File: src/soc_pkg.sv
package soc_pkg;

    // bus word and address are both 64 bits wide
    typedef logic [63:0] addr_t;
    typedef logic [63:0] data_t;

    // load codes, stores reuse 000 to 011
    typedef enum logic [2:0] {
        LS_B  = 3'b000,
        LS_H  = 3'b001,
        LS_W  = 3'b010,
        LS_D  = 3'b011,
        LS_BU = 3'b100,
        LS_HU = 3'b101,
        LS_WU = 3'b110
    } ls_type_e;

    // requester side, strobes are one-cycle pulses
    typedef struct packed {
        logic     read;
        logic     write;
        ls_type_e ls_type;
        addr_t    addr;
        data_t    wdata;
    } bus_req_t;

    // done flags sit high while idle
    typedef struct packed {
        data_t rdata;
        logic  read_done;
        logic  write_done;
    } bus_rsp_t;

    // one-hot, exactly one bit per decoded address
    typedef struct packed {
        logic ram;
        logic mtime;
        logic mtimecmp;
        logic plic;
        logic none;
    } target_sel_t;

    // interrupt controller register kinds
    typedef enum logic [2:0] {
        PREG_PRIORITY,
        PREG_PENDING,
        PREG_ENABLE0,
        PREG_ENABLE1,
        PREG_THRESHOLD0,
        PREG_THRESHOLD1,
        PREG_CLAIM0,
        PREG_CLAIM1
    } plic_reg_e;

    // address map
    localparam addr_t RAM_BASE        = 64'h0000_1000;
    localparam addr_t MTIME_ADDR      = 64'h0200_BFF8;
    localparam addr_t MTIMECMP_ADDR   = 64'h0200_4000;
    localparam addr_t PLIC_BASE       = 64'h0C00_0000;
    localparam addr_t PLIC_PENDING    = PLIC_BASE + 64'h1000;
    localparam addr_t PLIC_ENABLE0    = PLIC_BASE + 64'h2000;
    localparam addr_t PLIC_ENABLE1    = PLIC_ENABLE0 + 64'h80;
    localparam addr_t PLIC_THRESHOLD0 = PLIC_BASE + 64'h20_0000;
    localparam addr_t PLIC_CLAIM0     = PLIC_BASE + 64'h20_0004;
    localparam addr_t PLIC_THRESHOLD1 = PLIC_THRESHOLD0 + 64'h1000;
    localparam addr_t PLIC_CLAIM1     = PLIC_CLAIM0 + 64'h1000;

    // interrupt sources 1..NUM_SOURCES, id 0 means none
    localparam int NUM_SOURCES = 5;
    typedef logic [2:0] prio_t;
    // bit n-1 holds source n
    typedef logic [NUM_SOURCES-1:0] src_vec_t;

    localparam data_t MTIMECMP_RESET = 64'h8000_0000;

endpackage

File: src/clint_timer.sv
`timescale 1ns/100ps

module clint_timer (
    input  logic              CLOCK_50,
    input  logic              KEY0,
    input  logic              start,
    input  soc_pkg::bus_req_t req,
    input  logic              is_cmp,
    output logic              ack,
    output soc_pkg::data_t    rdata,
    output logic              mtip
);
    import soc_pkg::*;

    data_t mtime;
    data_t mtimecmp;

    // pending while the counter has reached the compare value
    assign mtip = mtime >= mtimecmp;

    always_ff @(posedge CLOCK_50 or negedge KEY0) begin
        if (!KEY0) begin
            mtime    <= '0;
            mtimecmp <= MTIMECMP_RESET;
            ack      <= 1'b0;
        end else begin
            mtime <= mtime + 64'd1;
            ack   <= start;
            // mtime itself ignores writes
            if (start && req.write && is_cmp) begin
                mtimecmp <= req.wdata;
            end
        end
    end

    always_ff @(posedge CLOCK_50) begin
        if (start && req.read) begin
            rdata <= is_cmp ? mtimecmp : mtime;
        end
    end

endmodule

File: config.mk
export PLATFORM = sky130hd
export DESIGN_NAME = clint_timer
export DESIGN_NICKNAME = d
export VERILOG_FILES = /design/src/soc_pkg.sv /design/src/clint_timer.sv
export SDC_FILE = /design/constraint.sdc
export NUM_CORES = 1
export LEC_CHECK = 0
export ABC_CLOCK_PERIOD_IN_PS = 3150
export BUFFER_PORTS_ARGS = -buffer_cell sky130_fd_sc_hd__buf_2
export CAP_MARGIN = 20
export CORE_MARGIN = 3
export CORE_UTILIZATION = 30
export DETAILED_ROUTE_END_ITERATION = 16
export GPL_TIMING_DRIVEN = 0
export HOLD_SLACK_MARGIN = 0.12
export PLACE_DENSITY = 0.59
export SLEW_MARGIN = 10
export SYNTH_ARGS = -nofsm -noshare
export SYNTH_HDL_FRONTEND = slang
export SYNTH_SLANG_ARGS = --single-unit
File: constraint.sdc
create_clock -name CLOCK_50 -period 3.15 [get_ports CLOCK_50]
set_input_delay 0.945 -clock CLOCK_50 [delete_from_list [all_inputs] [get_ports CLOCK_50]]
set_output_delay 0.945 -clock CLOCK_50 [all_outputs]
set_load 0.05 [all_outputs]
### After elaboration in Yosys (flattened, before gate mapping)

Index checks and enable logic that the tools add are counted.

* register bits after elaboration: 193
* bits in latches: 0
* memory bits (writable): 0
* bits in read-only memories: 0
* input port bits: 137
* output and inout bits: 66
* word-level logic and storage cells: 10
* memories: 0

* add/sub/neg operators: 1
* multiply operators: 0
* div/mod/pow operators: 0
* $lt $le $gt $ge: 1
* equal/unequal tests: 0
* shift operators: 0
* multiplexer cells: 1
* bitwise logic cells: 0
* reductions and logical operators: 3

Operators by type and width (number)
* adder 64 x 1 -> 64 bit (second input constant): 1
* >= comparator 64 bit: 1
* 2-to-1 mux 64 bit: 1
* logical AND 1 bit: 3

### Longest topological paths before layout

* depth in word-level cells: 2
* depth in mapped cells: 8
* depth with buffers taken out: 8

### Worst setup path after synthesis

Ideal clock, no wire load.

* path type: reg2out
* from: register mtime[13]
* to: output mtip
* data arrival time: 2.648 ns
* data required time: 2.205 ns
* path slack: -0.443 ns
* stages on the path, launching flop included: 8
* buffers on the path: 0
* path through: dfrtp_1 -> ha_1 -> nand4_1 -> nor4_1 -> a21boi_0 -> o31a_1 -> nor4_1 -> o21ai_0

* longest elaborated chain between the ends: 1

RTL lines
* start: declaration: RTL line clint_timer.sv:15 `data_t mtime;`
* start signal: assignment: RTL line clint_timer.sv:27 `mtime <= mtime + 64'd1;`
* >= comparator 64 bit: RTL line clint_timer.sv:19 `assign mtip = mtime >= mtimecmp;`
* end: declaration: RTL line clint_timer.sv:11 `output logic mtip`

No other way between the ends.

### Worst setup path after layout

* from: register mtime[7]
* to: output mtip

Same word-level chain as after synthesis.

==> results.ini <==
[synth]
synthCells = 744
synth_area_leaders = dfrtp_1, edfxtp_1, mux2_2
async_flop_share_pct = 66.8
ys_seq_area_share_pct = 54.4
synth_cell_types = 42
ys_ff_latch = 193
yosysTopAreaCellShare_pct = 33.8
synthesis.area_um2 = 9480
synthTopCellsByCount = dfrtp_1, mux2_2, inv_1, ha_1, edfxtp_1
synth_top_flop_cell = dfrtp_1
synth_top_cell_by_area = dfrtp_1
avgSynthCellArea_um2 = 12.7
synth_nets = 946
yosysMostFrequentCell = dfrtp_1
synth-edff-count = 64
ys_warn_count = 0

[grt]
grtUsageMet2_pct = 22.0
use_met1_pct = 18.2
grt_use_met3_pct = 2.49
grt_util_all_layers_pct = 13.3
top_usage_layer = met2
first_global_vias = 6291
antenna_found_initial = 1
grt_pass1_wl_mm = 34.9
overflow = 0
grt_max_degree = 73

[status]
violations = setup timing
status = finished, violations left

[clock_network]
cts_tree = yes
clk_path_buf_depth = 2
cts_root_buf = clkbuf_16
cts.sink_count = 193
cts.clk_slew.worst_paths_ns = 0.08
cts-htree-levels = 4
hold_buffers = 0
clk_latency_ns = 0.43
cts_inserted_buffers = 17

[detailed_routing]
vias_per_cell = 4.59
first_iter_violations = 303
dr_total_vias = 6098
drc = 0
drt-total-wl_mm = 21.7
routedWlPerCell_um = 16.3
final_antenna_net_count = 0
firstDrtPassIters = 4

[power]
power.total_uw = 5970
powerDensity_nw_per_um2 = 517
peakVddDrop_mv = 0.309
p_leak_uw = 0.00544

[critical_path]
crit_chain = ha_4 > a21oi_2 > o21ai_2 > a221o_1 > o31a_1 > nor4_4 > o21ai_2 > buf_6
rr_worst_depth = 7
cp.arrival_ns = 2.52
cp_max_fo = 2
slowest_delay_ns = 0.43
cpMostUsedCell = o21ai_2
reg2reg_to = mtime[63]$_DFF_PN0_
timing.rr.start = mtime[31]$_DFF_PN0_
critPathSlowestCell = dfrtp_2
crit_required_ns = 2.20
cp-start-kind = flip-flop
path_buf_inv = 1
path_depth = 8
criticalPathCategory = flip-flop to output pin
crit_path_end_kind = output pin
critPathTopFamily = compound AO/OA/AOI/OAI gates
r2r_slack_ns = 0.52
crit_start = mtime[7]$_DFF_PN0_
endpoint = mtip

[finish]
design_area_um2 = 11600
final_nets = 1121
layout-drive-gt1-share_pct = 38.4
area_delta_synth_final_pct = 22.0

[sta]
rsz0062_at_grt = yes
setup_viol = 1
hold_viol = 0
period_share_pct = 110
fin_crit_ns = 3.46
clock.fmax_mhz = 289
drv_slew = 0
whs_ns = 0.472
setup_ws_ns = -0.314
fin_skew_ns = 0.0126
slew_headroom_pct = 31.9
worst_pin_slew_ns = 1.01

[floorplan]
die_w_um = 184
pin_count = 203
initial_utilization_pct = 30.7
die_area_um2 = 33800
num_rows = 64
die-height_um = 184
design.core.area_um2 = 30800

[place]
place_ws_ns = -0.743
dp_hpwl_mm = 15.4
portBuffers = 134
gp_congestion = 0.800
placed_area_um2 = 10700

[flow_run]
drv_cap = 0

[hold_path]
hold_class = input pin to asynchronous set/reset pin

-- cells in the final DEF, fill, tap and decap left out, types with 5 or more instances in the layout --
cell and instances:
dfrtp_1 115, edfxtp_1 64, inv_6 7, a21o_1 12, nand4_1 24, nand3_1 32
mux2_2 123, buf_2 133, o21ai_0 9, nor4_4 5, nand2_1 39, and3_1 9
clkbuf_1 15, a21oi_1 22, xor2_1 20, clkbuf_16 17, nor2_1 14, xnor2_1 42
inv_1 69, buf_4 21, nor3_1 6, ha_1 61, dfrtp_2 13
-- state kept, by name, summed over array words and instances, names as in the netlist --
signal    flops
ack           1
mtime        64
mtimecmp     64
rdata        64
-- worst min path at each step --
stage / start / endpoint / slack, ns
finish: KEY0 / mtimecmp[15]$_DFFE_PN0P_ / 0.47
global route: KEY0 / mtimecmp[15]$_DFFE_PN0P_ / 0.50
CTS: KEY0 / mtimecmp[15]$_DFFE_PN0P_ / 0.48
detailed placement: mtimecmp[49]$_DFFE_PN0P_ / mtimecmp[49]$_DFFE_PN0P_ / 0.51
global placement: mtime[63]$_DFF_PN0_ / mtime[63]$_DFF_PN0_ / 0.49
floorplan: mtime[63]$_DFF_PN0_ / mtime[63]$_DFF_PN0_ / 0.47
-- cells by family after synthesis --
group / after synthesis / share of synthesized area (%)
mux: 123 / 14.6
flops: 193 / 54.4
buf+inv: 89 / 3.66
simple gates: 154 / 9.39
xor+xnor: 62 / 5.73
fa+ha+maj: 65 / 8.58
compound gates: 58 / 3.66
-- power breakdown --
group	switching, uW	leakage [uW]	internal, uW
clock network	1050	0.000275	1040
logic	532	0.00292	390
registers	126	0.00224	2830
total	1710	0.00544	4260
-- metal layers --
metal	vias up	part of all wire, %
met4	0	1.1
li1	2997	-
met2	93	49
met3	13	2.9
met1	2995	47
met5	-	0
-- through the flow --
step	setup TNS (ns)	instances	util, %
final	-0.314	1329	37.5
after global routing	-0.510	1329	37.5
after CTS	-0.347	1328	37.5
after detailed placement	-4.52	1276	34.7
after global placement	-159.28	1274	34.5
after floorplan	0	744	-
-- area by class of cell --
cell class | count | area, um^2
timing repair buffer | 156 | 888
clock inverter | 14 | 120
multi-input combinational | 462 | 4110
tap | 396 | 495
sequential | 193 | 5170
inverter | 72 | 270
antenna | 1 | 2.50
fill | 3011 | 19300
buffer | 17 | 76.3
clock buffer | 18 | 429
-- repair_timing --
action,4_1_cts,5_1_grt
resized for setup,37,0
pin swaps,16,0
hold endpoints to repair,0,0
buffers inserted,20,0
setup endpoints to repair,1,1
Power figures use the tool's default switching activity.
