[src/soc_pkg.sv]
package soc_pkg;

    // bus word and address are both 64 bits wide
    typedef logic [63:0] addr_t;
    typedef logic [63:0] data_t;

    // load codes, stores reuse 000 to 011
    typedef enum logic [2:0] {
        LS_B  = 3'b000,
        LS_H  = 3'b001,
        LS_W  = 3'b010,
        LS_D  = 3'b011,
        LS_BU = 3'b100,
        LS_HU = 3'b101,
        LS_WU = 3'b110
    } ls_type_e;

    // requester side, strobes are one-cycle pulses
    typedef struct packed {
        logic     read;
        logic     write;
        ls_type_e ls_type;
        addr_t    addr;
        data_t    wdata;
    } bus_req_t;

    // done flags sit high while idle
    typedef struct packed {
        data_t rdata;
        logic  read_done;
        logic  write_done;
    } bus_rsp_t;

    // one-hot, exactly one bit per decoded address
    typedef struct packed {
        logic ram;
        logic mtime;
        logic mtimecmp;
        logic plic;
        logic none;
    } target_sel_t;

    // interrupt controller register kinds
    typedef enum logic [2:0] {
        PREG_PRIORITY,
        PREG_PENDING,
        PREG_ENABLE0,
        PREG_ENABLE1,
        PREG_THRESHOLD0,
        PREG_THRESHOLD1,
        PREG_CLAIM0,
        PREG_CLAIM1
    } plic_reg_e;

    // address map
    localparam addr_t RAM_BASE        = 64'h0000_1000;
    localparam addr_t MTIME_ADDR      = 64'h0200_BFF8;
    localparam addr_t MTIMECMP_ADDR   = 64'h0200_4000;
    localparam addr_t PLIC_BASE       = 64'h0C00_0000;
    localparam addr_t PLIC_PENDING    = PLIC_BASE + 64'h1000;
    localparam addr_t PLIC_ENABLE0    = PLIC_BASE + 64'h2000;
    localparam addr_t PLIC_ENABLE1    = PLIC_ENABLE0 + 64'h80;
    localparam addr_t PLIC_THRESHOLD0 = PLIC_BASE + 64'h20_0000;
    localparam addr_t PLIC_CLAIM0     = PLIC_BASE + 64'h20_0004;
    localparam addr_t PLIC_THRESHOLD1 = PLIC_THRESHOLD0 + 64'h1000;
    localparam addr_t PLIC_CLAIM1     = PLIC_CLAIM0 + 64'h1000;

    // interrupt sources 1..NUM_SOURCES, id 0 means none
    localparam int NUM_SOURCES = 5;
    typedef logic [2:0] prio_t;
    // bit n-1 holds source n
    typedef logic [NUM_SOURCES-1:0] src_vec_t;

    localparam data_t MTIMECMP_RESET = 64'h8000_0000;

endpackage

[src/bus_sequencer.sv]
`timescale 1ns/100ps

module bus_sequencer (
    input  logic                 CLOCK_50,
    input  logic                 KEY0,
    input  soc_pkg::bus_req_t    bus_req,
    output soc_pkg::bus_rsp_t    bus_rsp,
    input  soc_pkg::target_sel_t sel,
    output soc_pkg::target_sel_t start,
    output soc_pkg::bus_req_t    req_q,
    input  logic                 ram_ack,
    input  logic                 timer_ack,
    input  logic                 plic_ack,
    input  soc_pkg::data_t       ram_rdata,
    input  soc_pkg::data_t       timer_rdata,
    input  soc_pkg::data_t       plic_rdata
);
    import soc_pkg::*;

    logic        idle;
    logic        strobe;
    // high in the cycle after the strobe
    logic        launch;
    target_sel_t active;
    logic        done_ack;
    data_t       ack_data;

    assign idle = bus_rsp.read_done && bus_rsp.write_done;
    // strobes while busy are dropped
    assign strobe = idle && (bus_req.read || bus_req.write);

    // decoder looks at req_q, so sel is valid during launch
    assign start = launch ? sel : '0;

    // route the ack and data of the active target
    always_comb begin
        done_ack = 1'b0;
        ack_data = '0;
        if (active.ram) begin
            done_ack = ram_ack;
            ack_data = ram_rdata;
        end else if (active.mtime || active.mtimecmp) begin
            done_ack = timer_ack;
            ack_data = timer_rdata;
        end else if (active.plic) begin
            done_ack = plic_ack;
            ack_data = plic_rdata;
        end else if (active.none) begin
            // nothing behind it, finish right away with zero
            done_ack = 1'b1;
        end
    end

    // request payload held for the whole transfer
    always_ff @(posedge CLOCK_50) begin
        if (strobe) begin
            req_q <= bus_req;
        end
    end

    always_ff @(posedge CLOCK_50 or negedge KEY0) begin
        if (!KEY0) begin
            bus_rsp.rdata      <= '0;
            bus_rsp.read_done  <= 1'b1;
            bus_rsp.write_done <= 1'b1;
            launch             <= 1'b0;
            active             <= '0;
        end else begin
            launch <= strobe;
            if (strobe) begin
                bus_rsp.read_done  <= !bus_req.read;
                bus_rsp.write_done <= !bus_req.write;
            end
            if (launch) begin
                active <= sel;
            end else if (done_ack) begin
                // writes leave the last read data alone
                if (!bus_rsp.read_done) begin
                    bus_rsp.rdata <= ack_data;
                end
                bus_rsp.read_done  <= 1'b1;
                bus_rsp.write_done <= 1'b1;
                active             <= '0;
            end
        end
    end

endmodule

[config.mk]
export PLATFORM = sky130hd
export DESIGN_NAME = bus_sequencer
export DESIGN_NICKNAME = d
export VERILOG_FILES = /design/src/soc_pkg.sv /design/src/bus_sequencer.sv
export SDC_FILE = /design/constraint.sdc
export NUM_CORES = 1
export LEC_CHECK = 0
export ABC_CLOCK_PERIOD_IN_PS = 3800
export BUFFER_PORTS_ARGS = -buffer_cell sky130_fd_sc_hd__buf_4
export CAP_MARGIN = 20
export CORE_AREA = 10 10 200 202
export CTS_BUF_LIST = sky130_fd_sc_hd__clkbuf_8
export CTS_CLUSTER_DIAMETER = 30
export DETAILED_ROUTE_END_ITERATION = 8
export DIE_AREA = 0 0 210 212
export GPL_ROUTABILITY_DRIVEN = 0
export MAX_ROUTING_LAYER = met4
export PLACE_DENSITY_LB_ADDON = 0.05
export SYNTH_ARGS = -nofsm -noshare
export SYNTH_HDL_FRONTEND = slang
export SYNTH_SLANG_ARGS = --single-unit
[constraint.sdc]
create_clock -name CLOCK_50 -period 3.8 [get_ports CLOCK_50]
set_clock_uncertainty 0.05 [all_clocks]
set_input_delay 0.19 -clock CLOCK_50 [delete_from_list [all_inputs] [get_ports CLOCK_50]]
set_output_delay 0.19 -clock CLOCK_50 [all_outputs]
set_load 0.01 [all_outputs]
# Word-level counts from Yosys, hierarchy flattened

Index checks and enable logic that the tools add are counted.

Input bits: 335
Flip-flop bits (word level): 205

Bitwise gates (word level): 2
Muxes and demuxes: 13
Reductions and logical operators: 8

Operators with widths:

| kind                | count |
|---|---|
| $mux W64            | 3 |
| $mux W5             | 3 |
| $mux W2             | 3 |
| $mux W1             | 4 |
| $reduce_and A3 Y1   | 1 |
| $logic_and A1 B1 Y1 | 2 |
| $logic_not A1 Y1    | 2 |
| $logic_or A1 B1 Y1  | 2 |
| $not A1 Y1          | 2 |
| $reduce_bool A2 Y1  | 1 |

# Longest topological paths before layout

Word-level depth: 6
Mapped depth: 6
Gate-level depth less buffers: 4

# Worst setup path before layout

OpenSTA, ideal clock, no wires.

Kind: register to register
Start point: register bus_rsp[1] in the netlist's numbering
End point: register req_q[0] in the netlist's numbering, enable pin
Setup slack: -13 ps
Arrival time: 3,276 ps
Period minus slack after synthesis: 3,813 ps
Cell stages (with the launch flop): 2
Setup time: 488 ps
Required time: 3,262 ps
Cells stage by stage: dfstp_2 o211a_1

Word-level cells in the longest chain between the ends: 2

RTL lines:

| what                   | line                | text |
|---|---|---|
| start: declaration     | bus_sequencer.sv:7  | `output soc_pkg::bus_rsp_t bus_rsp,` |
| $logic_and A1 B1 Y1    | bus_sequencer.sv:28 | `assign idle = bus_rsp.read_done && bus_rsp.write_done;` |
| $logic_and A1 B1 Y1    | bus_sequencer.sv:30 | `assign strobe = idle && (bus_req.read \|\| bus_req.write);` |
| named net strobe       | bus_sequencer.sv:21 | `logic strobe;` |
| end signal: assignment | bus_sequencer.sv:57 | `req_q <= bus_req;` |
| end: declaration       | bus_sequencer.sv:10 | `output soc_pkg::bus_req_t req_q,` |

The timed path passes the listed nets, and every way through them passes these cells.
A chain may end at the register's enable or synchronous reset.

# Worst setup path after layout

Start point: register active[3] in the netlist's numbering
End point: register bus_rsp[50] in the netlist's numbering

Word-level cells in the longest chain between the ends: 4

RTL lines:

| what                        | line                | text |
|---|---|---|
| start: declaration          | bus_sequencer.sv:24 | `target_sel_t active;` |
| start signal: assignment    | bus_sequencer.sv:75 | `active <= sel;` |
| $logic_or A1 B1 Y1 *        | bus_sequencer.sv:42 | `end else if (active.mtime \|\| active.mtimecmp) begin` |
| $mux W1                     | bus_sequencer.sv:42 |  |
| $mux W1                     | bus_sequencer.sv:39 | `if (active.ram) begin` |
| $reduce_and A3 Y1 (no line) | --                  |  |

Every way passes the cells marked *; elsewhere a longest branch is shown, timed or not.

==> results_dict.tcl <==
set metrics [dict create \
    run_status "finished, final reports clean" \
    yosysWarnings 0 \
    power.leakage_nw 7.76 \
    fmax_mhz 380 \
    worst-setup-path-type "reg -> reg" \
    core_sq_um 36100 \
    netlist.area_leader.share 0.478 \
    ios 539 \
    syn-num-nets 932 \
    die_w_um 210 \
    min_period_over_period 0.693 \
    numCtsBuffers 66 \
    via_per_inst 4.23 \
    fp.dieArea_sq_um 44500 \
    drc 0 \
    drt_iter0_markers 309 \
    wire_per_inst_um 21.2 \
    cts_resized 0 \
    grt_start_max_net_pins 120 \
    crit_start "active[3]" \
    cts_root_buf "clkbuf_8" \
    cpLargestDelayFamily "simple AND/OR/NAND/NOR gates" \
    yosys-top-cells-count "edfxtp_1 (133), dfrtp_1 (70), nand2_1 (67)" \
    synth_most_common_cell "edfxtp_1" \
    end_kind "flip-flop" \
    finalSetupTns_ns 0 \
    synth_area_leaders "edfxtp_1 (48%), dfrtp_1 (21%), mux2_1 (8.1%)" \
    h-tree-depth 3 \
    grt_setup_unrepaired "false" \
    rows 70 \
    antenna_found_initial 4 \
    ys.flop_type "edfxtp_1" \
    crit_path_start_kind "flip-flop" \
    dr_total_vias 8237 \
    maxSlewViolCount 0 \
    synth-seq-cells 205 \
    wirelength_mm 41.3 \
    cp_data_required_time_ns 4.18 \
    dpl-instance-area_sq_um 12900 \
    grt_pass1_wl_mm 59.3 \
    synthDistinctLibCells 22 \
    cp.arrival_ns 3.02 \
    min_path_type "in -> reg" \
    cts_setup_buffers 0 \
    synth_edf_count 133 \
    fin_nets 1760 \
    powerDensity_nw_per_um2 361 \
    final_cell_area_sq_um 16800 \
    hp-start "plic_rdata[25]" \
    clkSinkCount 205 \
    setup_violations 0 \
    yosys.area.top_type "edfxtp_1" \
    detail_route.first_pass.iterations 4 \
    syn_inst 597 \
    syn_avg_cell_area_sq_um 14.0 \
    nFillCells 3386 \
    cts_tree "built" \
    ir_worst_vdd_mv 0.293 \
    start_util 0.232 \
    die_y_um 212 \
    ys_seq_area_frac 0.694 \
    finalCoreUtilization 0.466 \
    grt_usage 0.183 \
    async_flop_share 0.351 \
    setup_slack_ns 1.17 \
    area_growth_pct 101 \
    grt_overflow 0 \
    cp_num_buf_inv 0 \
    slew_headroom 0.309 \
    dp.cells 1567 \
    cts_buffer_depth 3 \
    numPortBuffers 538 \
    tightest_slew_ns 1.04 \
    clk_pin_slew_ns 0.04 \
    power.total_mw 6.06 \
    cap_violations 0 \
    cp_slowest_cell "mux2_1" \
    syn_area_sq_um 8350 \
    period_needed_ns 2.63 \
    ant_nets 0 \
    whs_ns 0.0481 \
    finalNonFillerCells 1948 \
    pre_cts_slack_ns 1.17 \
    clk_latency_ns 0.57 \
    drive_gt1_frac 0.451 \
    hold_viol 0 \
    cp_max_fo 64 \
    hpwlAfterDp_mm 30.6 \
    worst-r2r-setup-slack_ns 1.17 \
    path_cells "or3_1, o221ai_2, nand2_4, mux2_1" \
    r2r_start "active[3]" \
    grt_pass1_vias 9207 \
    slowest_delay_ns 0.56 \
]
[tightest hold or removal path, delay by kind of cell]
family                 cells  cell delay (ns)
AOI/OAI and AO/OA          2             0.24
buffers and inverters      1             0.08
muxes                      1             0.13
[sequential cells by signal (all words and copies together), names as in the netlist]
name	flops
req_q	133
launch	1
active	5
bus_rsp	66
[path summary, 6_finish.rpt]
kind / end / cells past startpoint
setup / recovery: bus_rsp[50] / 4
min in group asynchronous: bus_rsp[61] / 2
setup reg to reg: bus_rsp[50] / 4
hold reg to reg: active[0] / 1
hold / removal: bus_rsp[27] / 4
max in group asynchronous: bus_rsp[9] / 3
[cell families (layout without fill, tap and decap cells)]
group | Yosys count | count (layout) | synth area share
buffers and inverters | 47 | 926 | 0.0268
AOI/OAI and AO/OA | 202 | 202 | 0.154
other | 0 | 4 | 0
muxes | 65 | 65 | 0.0875
and+or+nand+nor | 78 | 78 | 0.0380
DFF | 205 | 205 | 0.694
[cell type report]
| type | instances | area, sq um | share of cell area |
|---|---|---|---|
| Clock inverter | 46 | 303 | 0.0180 |
| Timing Repair Buffer | 807 | 6740 | 0.401 |
| Sequential cell | 205 | 5810 | 0.346 |
| Clock buffer | 73 | 1000 | 0.0598 |
| Multi-Input combinational cell | 345 | 2350 | 0.140 |
| Tap cell | 468 | 586 | 0.0349 |
| Antenna cell | 4 | 10.0 | 0.000596 |
[power by group]
part | switching [mW] | leakage (nW) | internal [mW] | total, mW
combinational | 0.118 | 4.84 | 0.352 | 0.470
clock | 1.23 | 0.732 | 1.97 | 3.20
sequential | 0 | 2.19 | 2.39 | 2.39
total | 1.35 | 7.76 | 4.71 | 6.06
[routing by layer]
metal  track usage  routed length [um]  vias to the layer above
li1              -                   -                     3947
met1         0.183               14800                     3888
met2         0.317               21900                      331
met3        0.0681                3350                       71
met4        0.0754                1210                        0
met5             -                   0                        -
[cell usage in the layout (no fill, tap or decap), types with 5 or more instances in the layout]
master	synthesis	final
edfxtp_1	133	133
and2_1	5	5
o21a_1	64	64
nand2_1	67	67
inv_1	0	13
clkinv_2	0	18
a31oi_1	64	64
dlygate4sd3_1	0	256
o21ai_0	65	65
buf_4	0	548
clkbuf_8	0	73
mux2_1	60	60
a21o_1	7	7
clkinv_1	0	6
dfrtp_1	70	66
[what timing repair did]
item,CTS,global route
endpoints found under the setup margin,0,0
hold endpoints to repair,250,0
hold buffers,256,0
No activity file was read; power rests on OpenSTA's default activity.
