File: config.mk
export PLATFORM = sky130hd
export DESIGN_NAME = bus_decoder
export DESIGN_NICKNAME = d
export VERILOG_FILES = /design/src/soc_pkg.sv /design/src/bus_decoder.sv
export SDC_FILE = /design/constraint.sdc
export NUM_CORES = 1
export LEC_CHECK = 0
export CORE_AREA = 3 3 40 42
export DETAILED_ROUTE_END_ITERATION = 8
export DIE_AREA = 0 0 43 45
export DONT_BUFFER_PORTS = 1
export PLACE_DENSITY = 0.45
export SYNTH_ARGS = -nofsm -noshare
export SYNTH_HDL_FRONTEND = slang
export SYNTH_SLANG_ARGS = --single-unit
File: constraint.sdc
create_clock -name vclk -period 1.35
set_input_delay 0 -clock vclk [all_inputs]
set_output_delay 0 -clock vclk [all_outputs]
set_load 0.03 [all_outputs]
File: src/soc_pkg.sv
package soc_pkg;

    // bus word and address are both 64 bits wide
    typedef logic [63:0] addr_t;
    typedef logic [63:0] data_t;

    // load codes, stores reuse 000 to 011
    typedef enum logic [2:0] {
        LS_B  = 3'b000,
        LS_H  = 3'b001,
        LS_W  = 3'b010,
        LS_D  = 3'b011,
        LS_BU = 3'b100,
        LS_HU = 3'b101,
        LS_WU = 3'b110
    } ls_type_e;

    // requester side, strobes are one-cycle pulses
    typedef struct packed {
        logic     read;
        logic     write;
        ls_type_e ls_type;
        addr_t    addr;
        data_t    wdata;
    } bus_req_t;

    // done flags sit high while idle
    typedef struct packed {
        data_t rdata;
        logic  read_done;
        logic  write_done;
    } bus_rsp_t;

    // one-hot, exactly one bit per decoded address
    typedef struct packed {
        logic ram;
        logic mtime;
        logic mtimecmp;
        logic plic;
        logic none;
    } target_sel_t;

    // interrupt controller register kinds
    typedef enum logic [2:0] {
        PREG_PRIORITY,
        PREG_PENDING,
        PREG_ENABLE0,
        PREG_ENABLE1,
        PREG_THRESHOLD0,
        PREG_THRESHOLD1,
        PREG_CLAIM0,
        PREG_CLAIM1
    } plic_reg_e;

    // address map
    localparam addr_t RAM_BASE        = 64'h0000_1000;
    localparam addr_t MTIME_ADDR      = 64'h0200_BFF8;
    localparam addr_t MTIMECMP_ADDR   = 64'h0200_4000;
    localparam addr_t PLIC_BASE       = 64'h0C00_0000;
    localparam addr_t PLIC_PENDING    = PLIC_BASE + 64'h1000;
    localparam addr_t PLIC_ENABLE0    = PLIC_BASE + 64'h2000;
    localparam addr_t PLIC_ENABLE1    = PLIC_ENABLE0 + 64'h80;
    localparam addr_t PLIC_THRESHOLD0 = PLIC_BASE + 64'h20_0000;
    localparam addr_t PLIC_CLAIM0     = PLIC_BASE + 64'h20_0004;
    localparam addr_t PLIC_THRESHOLD1 = PLIC_THRESHOLD0 + 64'h1000;
    localparam addr_t PLIC_CLAIM1     = PLIC_CLAIM0 + 64'h1000;

    // interrupt sources 1..NUM_SOURCES, id 0 means none
    localparam int NUM_SOURCES = 5;
    typedef logic [2:0] prio_t;
    // bit n-1 holds source n
    typedef logic [NUM_SOURCES-1:0] src_vec_t;

    localparam data_t MTIMECMP_RESET = 64'h8000_0000;

endpackage

File: src/bus_decoder.sv
`timescale 1ns/100ps

module bus_decoder #(
    parameter int RAM_WORDS = 1024
) (
    input  soc_pkg::addr_t      addr,
    output soc_pkg::target_sel_t sel,
    output soc_pkg::plic_reg_e  plic_reg,
    output logic [2:0]          plic_id
);
    import soc_pkg::*;

    localparam addr_t RAM_END = RAM_BASE + addr_t'(RAM_WORDS) * 64'd4;
    // priority window covers ids 0..NUM_SOURCES only
    localparam addr_t PRIO_END = PLIC_BASE + addr_t'(4 * (NUM_SOURCES + 1));

    logic plic_hit;

    // id = offset / 4 inside the priority window
    assign plic_id = 3'((addr - PLIC_BASE) >> 2);

    always_comb begin
        plic_hit = 1'b1;
        plic_reg = PREG_PRIORITY;
        if (addr >= PLIC_BASE && addr < PRIO_END) begin
            plic_reg = PREG_PRIORITY;
        end else begin
            case (addr)
                PLIC_PENDING:    plic_reg = PREG_PENDING;
                PLIC_ENABLE0:    plic_reg = PREG_ENABLE0;
                PLIC_ENABLE1:    plic_reg = PREG_ENABLE1;
                PLIC_THRESHOLD0: plic_reg = PREG_THRESHOLD0;
                PLIC_THRESHOLD1: plic_reg = PREG_THRESHOLD1;
                PLIC_CLAIM0:     plic_reg = PREG_CLAIM0;
                PLIC_CLAIM1:     plic_reg = PREG_CLAIM1;
                default:         plic_hit = 1'b0;
            endcase
        end
    end

    // priority chain keeps the select one-hot
    always_comb begin
        sel = '0;
        if (addr >= RAM_BASE && addr < RAM_END) begin
            sel.ram = 1'b1;
        end else if (addr == MTIME_ADDR) begin
            sel.mtime = 1'b1;
        end else if (addr == MTIMECMP_ADDR) begin
            sel.mtimecmp = 1'b1;
        end else if (plic_hit) begin
            sel.plic = 1'b1;
        end else begin
            // unmapped
            sel.none = 1'b1;
        end
    end

endmodule

======== Word level (Yosys, flattened, before mapping) ========
Index checks and enable logic that the tools add are counted.
storage, ports and cells
  word-level logic and storage cells ...... 29
  bits of input ports ..................... 64
  bits in registers ....................... 0
operators by class
  mux-type cells .......................... 12
  reduce and logical (&&, ||, !) cells .... 3
  equal/unequal tests ..................... 9
  order comparisons ....................... 4
  add/sub/neg operators ................... 1
operators with widths
  kind                                                                 count
  == test 64 x 28 -> 1 bit, second input constant                      7
  == test 64 x 26 -> 1 bit, second input constant                      2
  greater-or-equal comparator 64 x 13 -> 1 bit, second input constant  1
  greater-or-equal comparator 64 x 28 -> 1 bit, second input constant  1
  < comparator 64 x 14 -> 1 bit, second input constant                 1
  < comparator 64 x 28 -> 1 bit, second input constant                 1
  case mux 3 bit (7 select lines)                                      1
  2-to-1 mux 1 bit                                                     7
  OR reduction 7 bit                                                   1
  2-to-1 mux 3 bit                                                     2
  subtractor 5 x 1 -> 5 bit, second input constant                     1
  2-to-1 mux 4 bit                                                     1
  logical AND 1 bit                                                    2
  2-to-1 mux 2 bit                                                     1

======== Longest topological paths before layout ========
Gate-level depths: netlist of the first run.
  depth after elaboration ................. 8
  depth in mapped cells ................... 5
  mapped depth without buffers ............ 5

======== Worst setup path before layout of the first run ========
Ideal clock, no wire load.
  kind .................................... input to output
  start ................................... input port addr[10]
  end ..................................... output port plic_reg[2]
  required time ........................... 1.350 ns
  arrival time ............................ 1.766 ns
  slack ................................... -0.416 ns
  cell stages on the path ................. 4
  cell sequence ........................... or4_4 nor3_2 nand3_1 nor4_1
on the way
  cells in the longest elaborated chain, start to end .. 3
  elaborated cells on any way between the ends .. 12
  those cells by class .................... order compare (2); eq/ne (7); mux (2); reduce/logical (1)
ends and longest elaborated chain
  item                                                                         RTL line                              RTL
  start: declaration                                                           bus_decoder.sv:6                      input soc_pkg::addr_t addr,
  greater-or-equal comparator 64 x 28 -> 1 bit, or another cell as far along   bus_decoder.sv:25                     if (addr >= PLIC_BASE && addr < PRIO_END) begin
  logical AND 1 bit / case mux 3 bit (7 select lines) (equally long branches)  bus_decoder.sv:25, bus_decoder.sv:28
  2-to-1 mux 3 bit (*)                                                         bus_decoder.sv:25
  end: declaration                                                             bus_decoder.sv:8                      output soc_pkg::plic_reg_e plic_reg,
Every way passes the cells marked *; elsewhere a longest branch is shown, timed or not.

==> flow_metrics.tcl, run 1 <==
set metrics [dict create \
    status "finished with violations" \
    failed_checks "negative setup slack" \
    netlist_top_cells_area "nor4_1, nand4_1, and3_1, nor3_1, buf_4" \
    p_clk_share_pct 0 \
    ys_types 26 \
    min_period_ns 1.40 \
    ys_seq_area_share_pct 0 \
    path_cells "or4_4, nor3_4, buf_4, nand3_1, a21boi_0, o21ai_1" \
    p_switching_mw 0.0145 \
    min_path_type "primary input to output port" \
    ff_latch_area_sq_um 0 \
    syn_nets 132 \
    grt_start_max_net_pins 7 \
    max_slew_margin_pct 59.2 \
    placedCellCount 90 \
    port_buffers 0 \
    swShare_pct 41.4 \
    final_cells 90 \
    dr.pass1.iters 4 \
    dieArea_sq_mm 0.00194 \
    yosys.area.top_type "nor4_1" \
    netlist_instances 68 \
    cts_hold_buf 0 \
    netlist_top_cells_count "nor4_1, nand2_1, nand4_1, nor2_1, nor3_1" \
    die_y_um 45 \
    dp_slack_ns -0.0665 \
    nNetsFinal 141 \
    crit_fanout 3 \
    setup_tns_ns -0.149 \
    comb_power_share_pct 100.0 \
    cp_slowest_cell "or4_4" \
    maxCapViolCount 0 \
    fill_cells 142 \
    yosysMostFrequentCell "nor4_1" \
    seqPwrFrac_pct 0 \
    die_x_um 43 \
    viasPerCell 6.60 \
    start_util_pct 32.4 \
    clock_buffers 0 \
    rows 13 \
    crit_start "addr[10]" \
    yosys.area.top_type_share_pct 19.5 \
    syn_area_sq_um 417 \
    hpwl_um 1390 \
    routed_wl_um 1610 \
    drive_above_1_share_pct 30.7 \
    syn_area_per_cell_sq_um 6.13 \
    end_kind "output port" \
    crit_type "primary input to output port" \
    p_leak_nw 0.193 \
    grt_pass1_wl_um 2090 \
    routabilityCongestion 0.784 \
    powerDensity_mw_per_mm2 56.3 \
    drv_slew 0 \
    area_growth_pct 49.5 \
    hold_path_startpoint "addr[4]" \
    final.setup.worst_slack_ns -0.0546 \
    ant_nets 0 \
    p_int_mw 0.0206 \
    power.total_mw 0.0351 \
    period_share_pct 104 \
    final-setup-viol-count 4 \
    slowest_delay_ns 0.56 \
    arrival_ns 1.40 \
    final_hold_viol_count 0 \
    synth_warnings 0 \
    vias 594 \
    start_kind "primary input" \
    n_antenna_cell 0 \
    grt_pass1_vias 546 \
    required_ns 1.35 \
    rsz0062_at_grt "yes" \
    drtIter0Drc 7 \
    io_pins 75 \
    core_area_sq_mm 0.00128 \
    vdd_ir_drop_max_mv 0.0326 \
    wl_per_cell_um 17.9 \
    clock.fmax_mhz 712 \
    drc_errors 0 \
    gr-total-overflow 0 \
    nFlopsAndLatches 0 \
    grt_usage_pct 12.9 \
    grt_antenna_before_repair 0 \
    tightest_slew_ns 0.608 \
]
==> through the flow <==
step                util, %  area [sq um]  hold slack [ns]
CTS                    42.5           546         0.000340
floorplan                 -           432            0.132
finish                 48.5           623        0.0000197
global route           48.5           623        0.0000494
global placement       42.1           541         0.000340
detailed placement     42.1           541         0.000338
==> layout make-up <==
cell class | instances | area (sq um) | share of cell area [%]
timing repair buffer | 10 | 124 | 19.9
multi-input combinational | 63 | 473 | 75.9
inverter | 2 | 7.51 | 1.20
tap | 15 | 18.8 | 3.01
==> path summary, 6_finish.rpt <==
kind,cells after the start,endpoint
setup / recovery,6,sel[0]
hold / removal,0,plic_id[2]
==> cells in the final DEF (no fill, tap or decap) <==
cell type and n:
inv_1 2, and4b_1 1, o21ai_1 1, nor2b_1 1, nor4_1 8, nand4b_1 1, and2_4 2, nand3_1 3
buf_12 3, and3_1 4, o211ai_1 1, nand2b_1 1, nor4_2 2, a31oi_1 1, or4_4 2, buf_6 3
nand4_1 5, nand3_2 1, and2_1 1, buf_4 4, o22ai_1 1, nor3_1 5, o21ai_0 2, nand2_1 6
nor2_1 5, nor3_4 1, nor4bb_1 1, nor3_2 1, a21boi_0 1, o2111ai_1 1, nor4_4 4
==> timing repair <==
action,CTS,global route
pin swaps,2,3
gates resized for setup,2,13
setup endpoints to repair,6,6
buffers inserted,0,0
==> metal layers <==
metal	track usage, %	share of wire (%)	up-vias
met5	0	0	-
met4	0	0	0
met3	2.39	10	0
met2	26.3	56	32
met1	14.8	34	271
li1	-	-	291
==> power groups by stage <==
stage | registers (mW) | clock network (mW) | logic [mW]
2_1_floorplan | 0 | 0 | 0.0427
3_5_place_dp | 0 | 0 | 0.0302
5_1_grt | 0 | 0 | 0.0390
4_1_cts | 0 | 0 | 0.0302
6_report | 0 | 0 | 0.0351
3_3_place_gp | 0 | 0 | 0.0302
==> cells by family (layout without fill, tap and decap cells) <==
family                 count (synthesis)  count (layout)  synth area share [%]
AND/OR/NAND/NOR                       55              55                  80.5
AO/OA/AOI/OAI                          8               8                  12.3
buffers and inverters                  5              12                  7.21
==> worst max-delay path: cells and delay by family <==
family	cells	cell delay, ns
buf+inv	1	0.15
simple gates	3	0.80
compound gates	2	0.46
Power figures use the tool's default switching activity.
==> run 2, diff against run 1 <==
--- a/config.mk
+++ b/config.mk
@@ -13,3 +13,4 @@
 export SYNTH_ARGS = -nofsm -noshare
 export SYNTH_HDL_FRONTEND = slang
 export SYNTH_SLANG_ARGS = --single-unit
+export TNS_END_PERCENT = 10
==> run 2 against run 1 <==
Net effect:
- first-iteration DRC count is 71% lower
- sequential cell count stayed put
- die area unchanged
- final area shrank 12%
- the flow still finishes with violations (negative setup slack)
- critical path type unchanged
- clock-buffer cell count is the same
- critical path depth stayed put
- routed wire length shrank 8.1%
- critical endpoint is now plic_reg[2]
- non-clock buffer count did not move
==> flow_metrics.tcl, run 2 (synthesis results as in run 1) <==
set metrics [dict create \
    status "finished with violations" \
    failed_checks "negative setup slack" \
    grt_antenna_before_repair 0 \
    area_growth_pct 31.8 \
    wl_met1_um 546 \
    cts_hold_buf 0 \
    nNetsFinal 141 \
    post_cts_buffers 0 \
    rsz0062_at_grt "yes" \
    clock_buffers 0 \
    drv_slew 0 \
    multiInputGateArea_sq_um 410 \
    die_y_um 45 \
    start_util_pct 32.4 \
    final_cell_mix "nor4_1, buf_4, nand2_1" \
    comb_power_share_pct 100.0 \
    drive_above_1_share_pct 24.0 \
    final.setup.worst_slack_ns -0.0562 \
    p_leak_nw 0.178 \
    rows 13 \
    fill_cells 149 \
    end_kind "output port" \
    p_switching_mw 0.0136 \
    min_period_ns 1.41 \
    grt_usage_pct 12.9 \
    io_pins 75 \
    grt_start_max_net_pins 7 \
    tightest_slew_ns 0.597 \
    dr.pass1.iters 4 \
    viasPerCell 6.54 \
    maxCapViolCount 0 \
    final_hold_viol_count 0 \
    vdd_ir_drop_max_mv 0.0277 \
    final_util_pct 42.7 \
    n_antenna_cell 0 \
    top_layer "met3" \
    period_share_pct 104 \
    crit_type "primary input to output port" \
    hold_ws_ns 0.0000196 \
    min_path_type "primary input to output port" \
    die_x_um 43 \
    wl_met2_um 777 \
    routabilityCongestion 0.784 \
    placed_area_sq_um 541 \
    start_kind "primary input" \
    max_slew_margin_pct 59.9 \
    powerDensity_mw_per_mm2 55.8 \
    hpwl_um 1390 \
    placedCellCount 90 \
    final_common_cell "nor4_1" \
    port_buffers 0 \
    drtIter0Drc 2 \
    final_cells 90 \
    grt_pass1_vias 546 \
    routed_wl_um 1480 \
    final_area_sq_um 549 \
    crit_fanout 3 \
    ant_nets 0 \
    power.total_mw 0.0306 \
    wl_per_cell_um 16.4 \
    p_clk_share_pct 0 \
    dieArea_sq_mm 0.00194 \
    gr-total-overflow 0 \
    clock.fmax_mhz 711 \
    ff_latch_area_sq_um 0 \
    grt_pass1_wl_um 2090 \
    required_ns 1.35 \
    core_area_sq_mm 0.00128 \
    arrival_ns 1.41 \
    wl_met3_um 153 \
    vias 589 \
    seqPwrFrac_pct 0 \
    drc_errors 0 \
    swShare_pct 44.4 \
    final-setup-viol-count 5 \
    nFlopsAndLatches 0 \
    p_int_mw 0.0170 \
]
run 2: cell count changes in the layout (fill, tap and decap cells not counted):
cell | before | now
nor4_1 | 8 | 12
nor3_2 | 1 | 2
nor4_2 | 2 | 1
buf_4 | 4 | 7
nor3_4 | 1 | 0
nand3_2 | 1 | 0
buf_6 | 3 | 0
nor4_4 | 4 | 1
nand3_1 | 3 | 4
run 2: worst max-delay path: stages:
cell	delay (ns)
or4_4	0.53
nor3_2	0.22
nand3_1	0.17
buf_4	0.17
nor4_4	0.12
buf_4	0.20
run 2: final cells by class:
class | count | share of cell area [%]
inverters | 2 | 1.37
multi-input cells | 63 | 74.7
repair buffers | 10 | 20.5
well taps | 15 | 3.42
run 2: stage by stage:
step | setup WS, ns | setup TNS (ns)
finish | -0.0562 | -0.212
CTS | -0.0518 | -0.193
global placement | -0.0577 | -0.220
floorplan | 0.000968 | 0
detailed placement | -0.0665 | -0.234
global route | -0.146 | -0.740
run 2: repair_timing:
| item | CTS | global route |
|---|---|---|
| setup endpoints to repair | 6 | 6 |
| gates cloned | 0 | 0 |
| resized for setup | 2 | 1 |
| pin swaps | 2 | 0 |
run 2: path summary, 6_finish.rpt:
path                     start     endpoint  slack [ns]  cells after the start
worst max-delay path  addr[10]  plic_reg[2]       -0.06                      6
worst min-delay path   addr[4]   plic_id[2]     0.00002                      0
run 2: power by group through the flow:
stage | clock network, mW | logic [mW] | registers, mW
detailed placement | 0 | 0.0302 | 0
finish | 0 | 0.0306 | 0
floorplan | 0 | 0.0427 | 0
global placement | 0 | 0.0302 | 0
CTS | 0 | 0.0302 | 0
global route | 0 | 0.0340 | 0
run 2: metal layers:
metal	vias to the layer above	track usage, %
met1	270	14.8
met4	0	0
met3	0	2.39
li1	289	-
met5	-	0
met2	30	26.3
==> run 3, diff against run 2 <==
--- a/config.mk
+++ b/config.mk
@@ -5,12 +5,11 @@
 export SDC_FILE = /design/constraint.sdc
 export NUM_CORES = 1
 export LEC_CHECK = 0
-export CORE_AREA = 3 3 40 42
+export CORE_AREA = 10 10 47 49
 export DETAILED_ROUTE_END_ITERATION = 8
-export DIE_AREA = 0 0 43 45
+export DIE_AREA = 0 0 57 59
 export DONT_BUFFER_PORTS = 1
 export PLACE_DENSITY = 0.45
 export SYNTH_ARGS = -nofsm -noshare
 export SYNTH_HDL_FRONTEND = slang
 export SYNTH_SLANG_ARGS = --single-unit
-export TNS_END_PERCENT = 10
==> run 3 against run 2 <==
Net effect:
- the run still ends with negative setup slack left
- maximum frequency increased by 0.58%
- critical path depth is the same
- global-route usage fell by 2.6 points
- die area grew 74%
- cell count up 3.3%
- clock-buffer cell count stayed put
- via count grew 2.5%
==> flow_metrics.tcl, run 3 (synthesis results as in run 1) <==
set metrics [dict create \
    hpwl_um 1870 \
    drv_slew 0 \
    die_x_um 57 \
    max_slew_margin_pct 69.8 \
    final_hold_viol_count 0 \
    clock_buffers 0 \
    grt_start_max_net_pins 7 \
    failed_checks "negative setup slack" \
    drtIter0Drc 15 \
    final_util_pct 42.3 \
    nFlopsAndLatches 0 \
    final_cell_mix "nor4_1, buf_4, nand2_1" \
    n_antenna_cell 0 \
    ff_latch_area_sq_um 0 \
    final.setup.worst_slack_ns -0.0482 \
    nNetsFinal 143 \
    die_y_um 59 \
    final_common_cell "nor4_1" \
    p_leak_nw 0.194 \
    area_growth_pct 42.3 \
    start_kind "primary input" \
    powerDensity_mw_per_mm2 54.0 \
    wl_met3_um 283 \
    maxCapViolCount 0 \
    grt_usage_pct 10.3 \
    status "finished with violations" \
    grt_pass1_wl_um 3090 \
    dr.pass1.iters 5 \
    required_ns 1.35 \
    final_area_sq_um 593 \
    viasPerCell 6.49 \
    core_area_sq_mm 0.00140 \
    placed_area_sq_um 542 \
    top_layer "met3" \
    min_period_ns 1.40 \
    crit_start "addr[10]" \
    min_path_type "primary input to output port" \
    setup_tns_ns -0.0819 \
    start_util_pct 29.7 \
    hold_path_startpoint "addr[4]" \
    vias 604 \
    final-setup-viol-count 3 \
    ant_nets 0 \
    fill_cells 164 \
    dieArea_sq_mm 0.00336 \
    port_buffers 0 \
    crit_type "primary input to output port" \
    clock.fmax_mhz 715 \
    drc_errors 0 \
    wl_met2_um 1030 \
    tightest_slew_ns 0.448 \
    grt_pass1_vias 693 \
    routabilityCongestion 0.837 \
    io_pins 75 \
    rows 14 \
    wl_met1_um 690 \
    drive_above_1_share_pct 27.3 \
    multiInputGateArea_sq_um 430 \
    placedCellCount 91 \
    arrival_ns 1.40 \
    end_kind "output port" \
    power.total_mw 0.0320 \
    routed_wl_um 2000 \
    crit_fanout 4 \
    wl_per_cell_um 21.5 \
    vdd_ir_drop_max_mv 0.0234 \
    period_share_pct 104 \
    gr-total-overflow 0 \
    grt_antenna_before_repair 0 \
    rsz0062_at_grt "yes" \
    final_cells 93 \
]
-- run 3: final cells by class --
class	instances	share of cell area, %
inverter	2	1.27
multi-input combinational	63	72.6
timing repair buffer	12	22.8
tap	16	3.38
-- run 3: power breakdown --
group | switching [mW] | internal [mW]
sequential | 0 | 0
combinational | 0.0148 | 0.0172
clock | 0 | 0
-- run 3: worst max-delay path, cell delays in order --
cell and delay, ns:
or4_4 0.56, nor3_4 0.19, nand2_1 0.10, o211ai_1 0.24, and2_4 0.19, buf_12 0.11
-- run 3: worst paths after layout --
kind | to | slack [ns] | cells past startpoint
setup / recovery | sel[1] | -0.05 | 6
hold / removal | plic_id[2] | 0.00001 | 0
-- run 3: layer usage --
| layer | global-route usage (%) | vias to the layer above |
|---|---|---|
| met5 | 0 | - |
| met4 | 0 | 0 |
| met3 | 4.08 | 0 |
| met2 | 19.4 | 36 |
| met1 | 11.3 | 274 |
| li1 | - | 294 |
-- run 3: repair_timing --
item / CTS / global route
cloned: 0 / 0
endpoints found under the setup margin: 5 / 6
resized for setup: 3 / 5
endpoints found under the hold margin: 0 / 0
pin swaps: 4 / 5
hold buffers: 0 / 0
buffers inserted: 0 / 2
-- run 3: stage by stage --
step | setup slack (ns) | hold WS, ns
finish | -0.0482 | 0.0000147
global route | -0.133 | 0.0000467
CTS | -0.0434 | 0.000233
detailed placement | -0.0799 | 0.000233
global placement | -0.0456 | 0.000232
floorplan | 0.000968 | 0.132
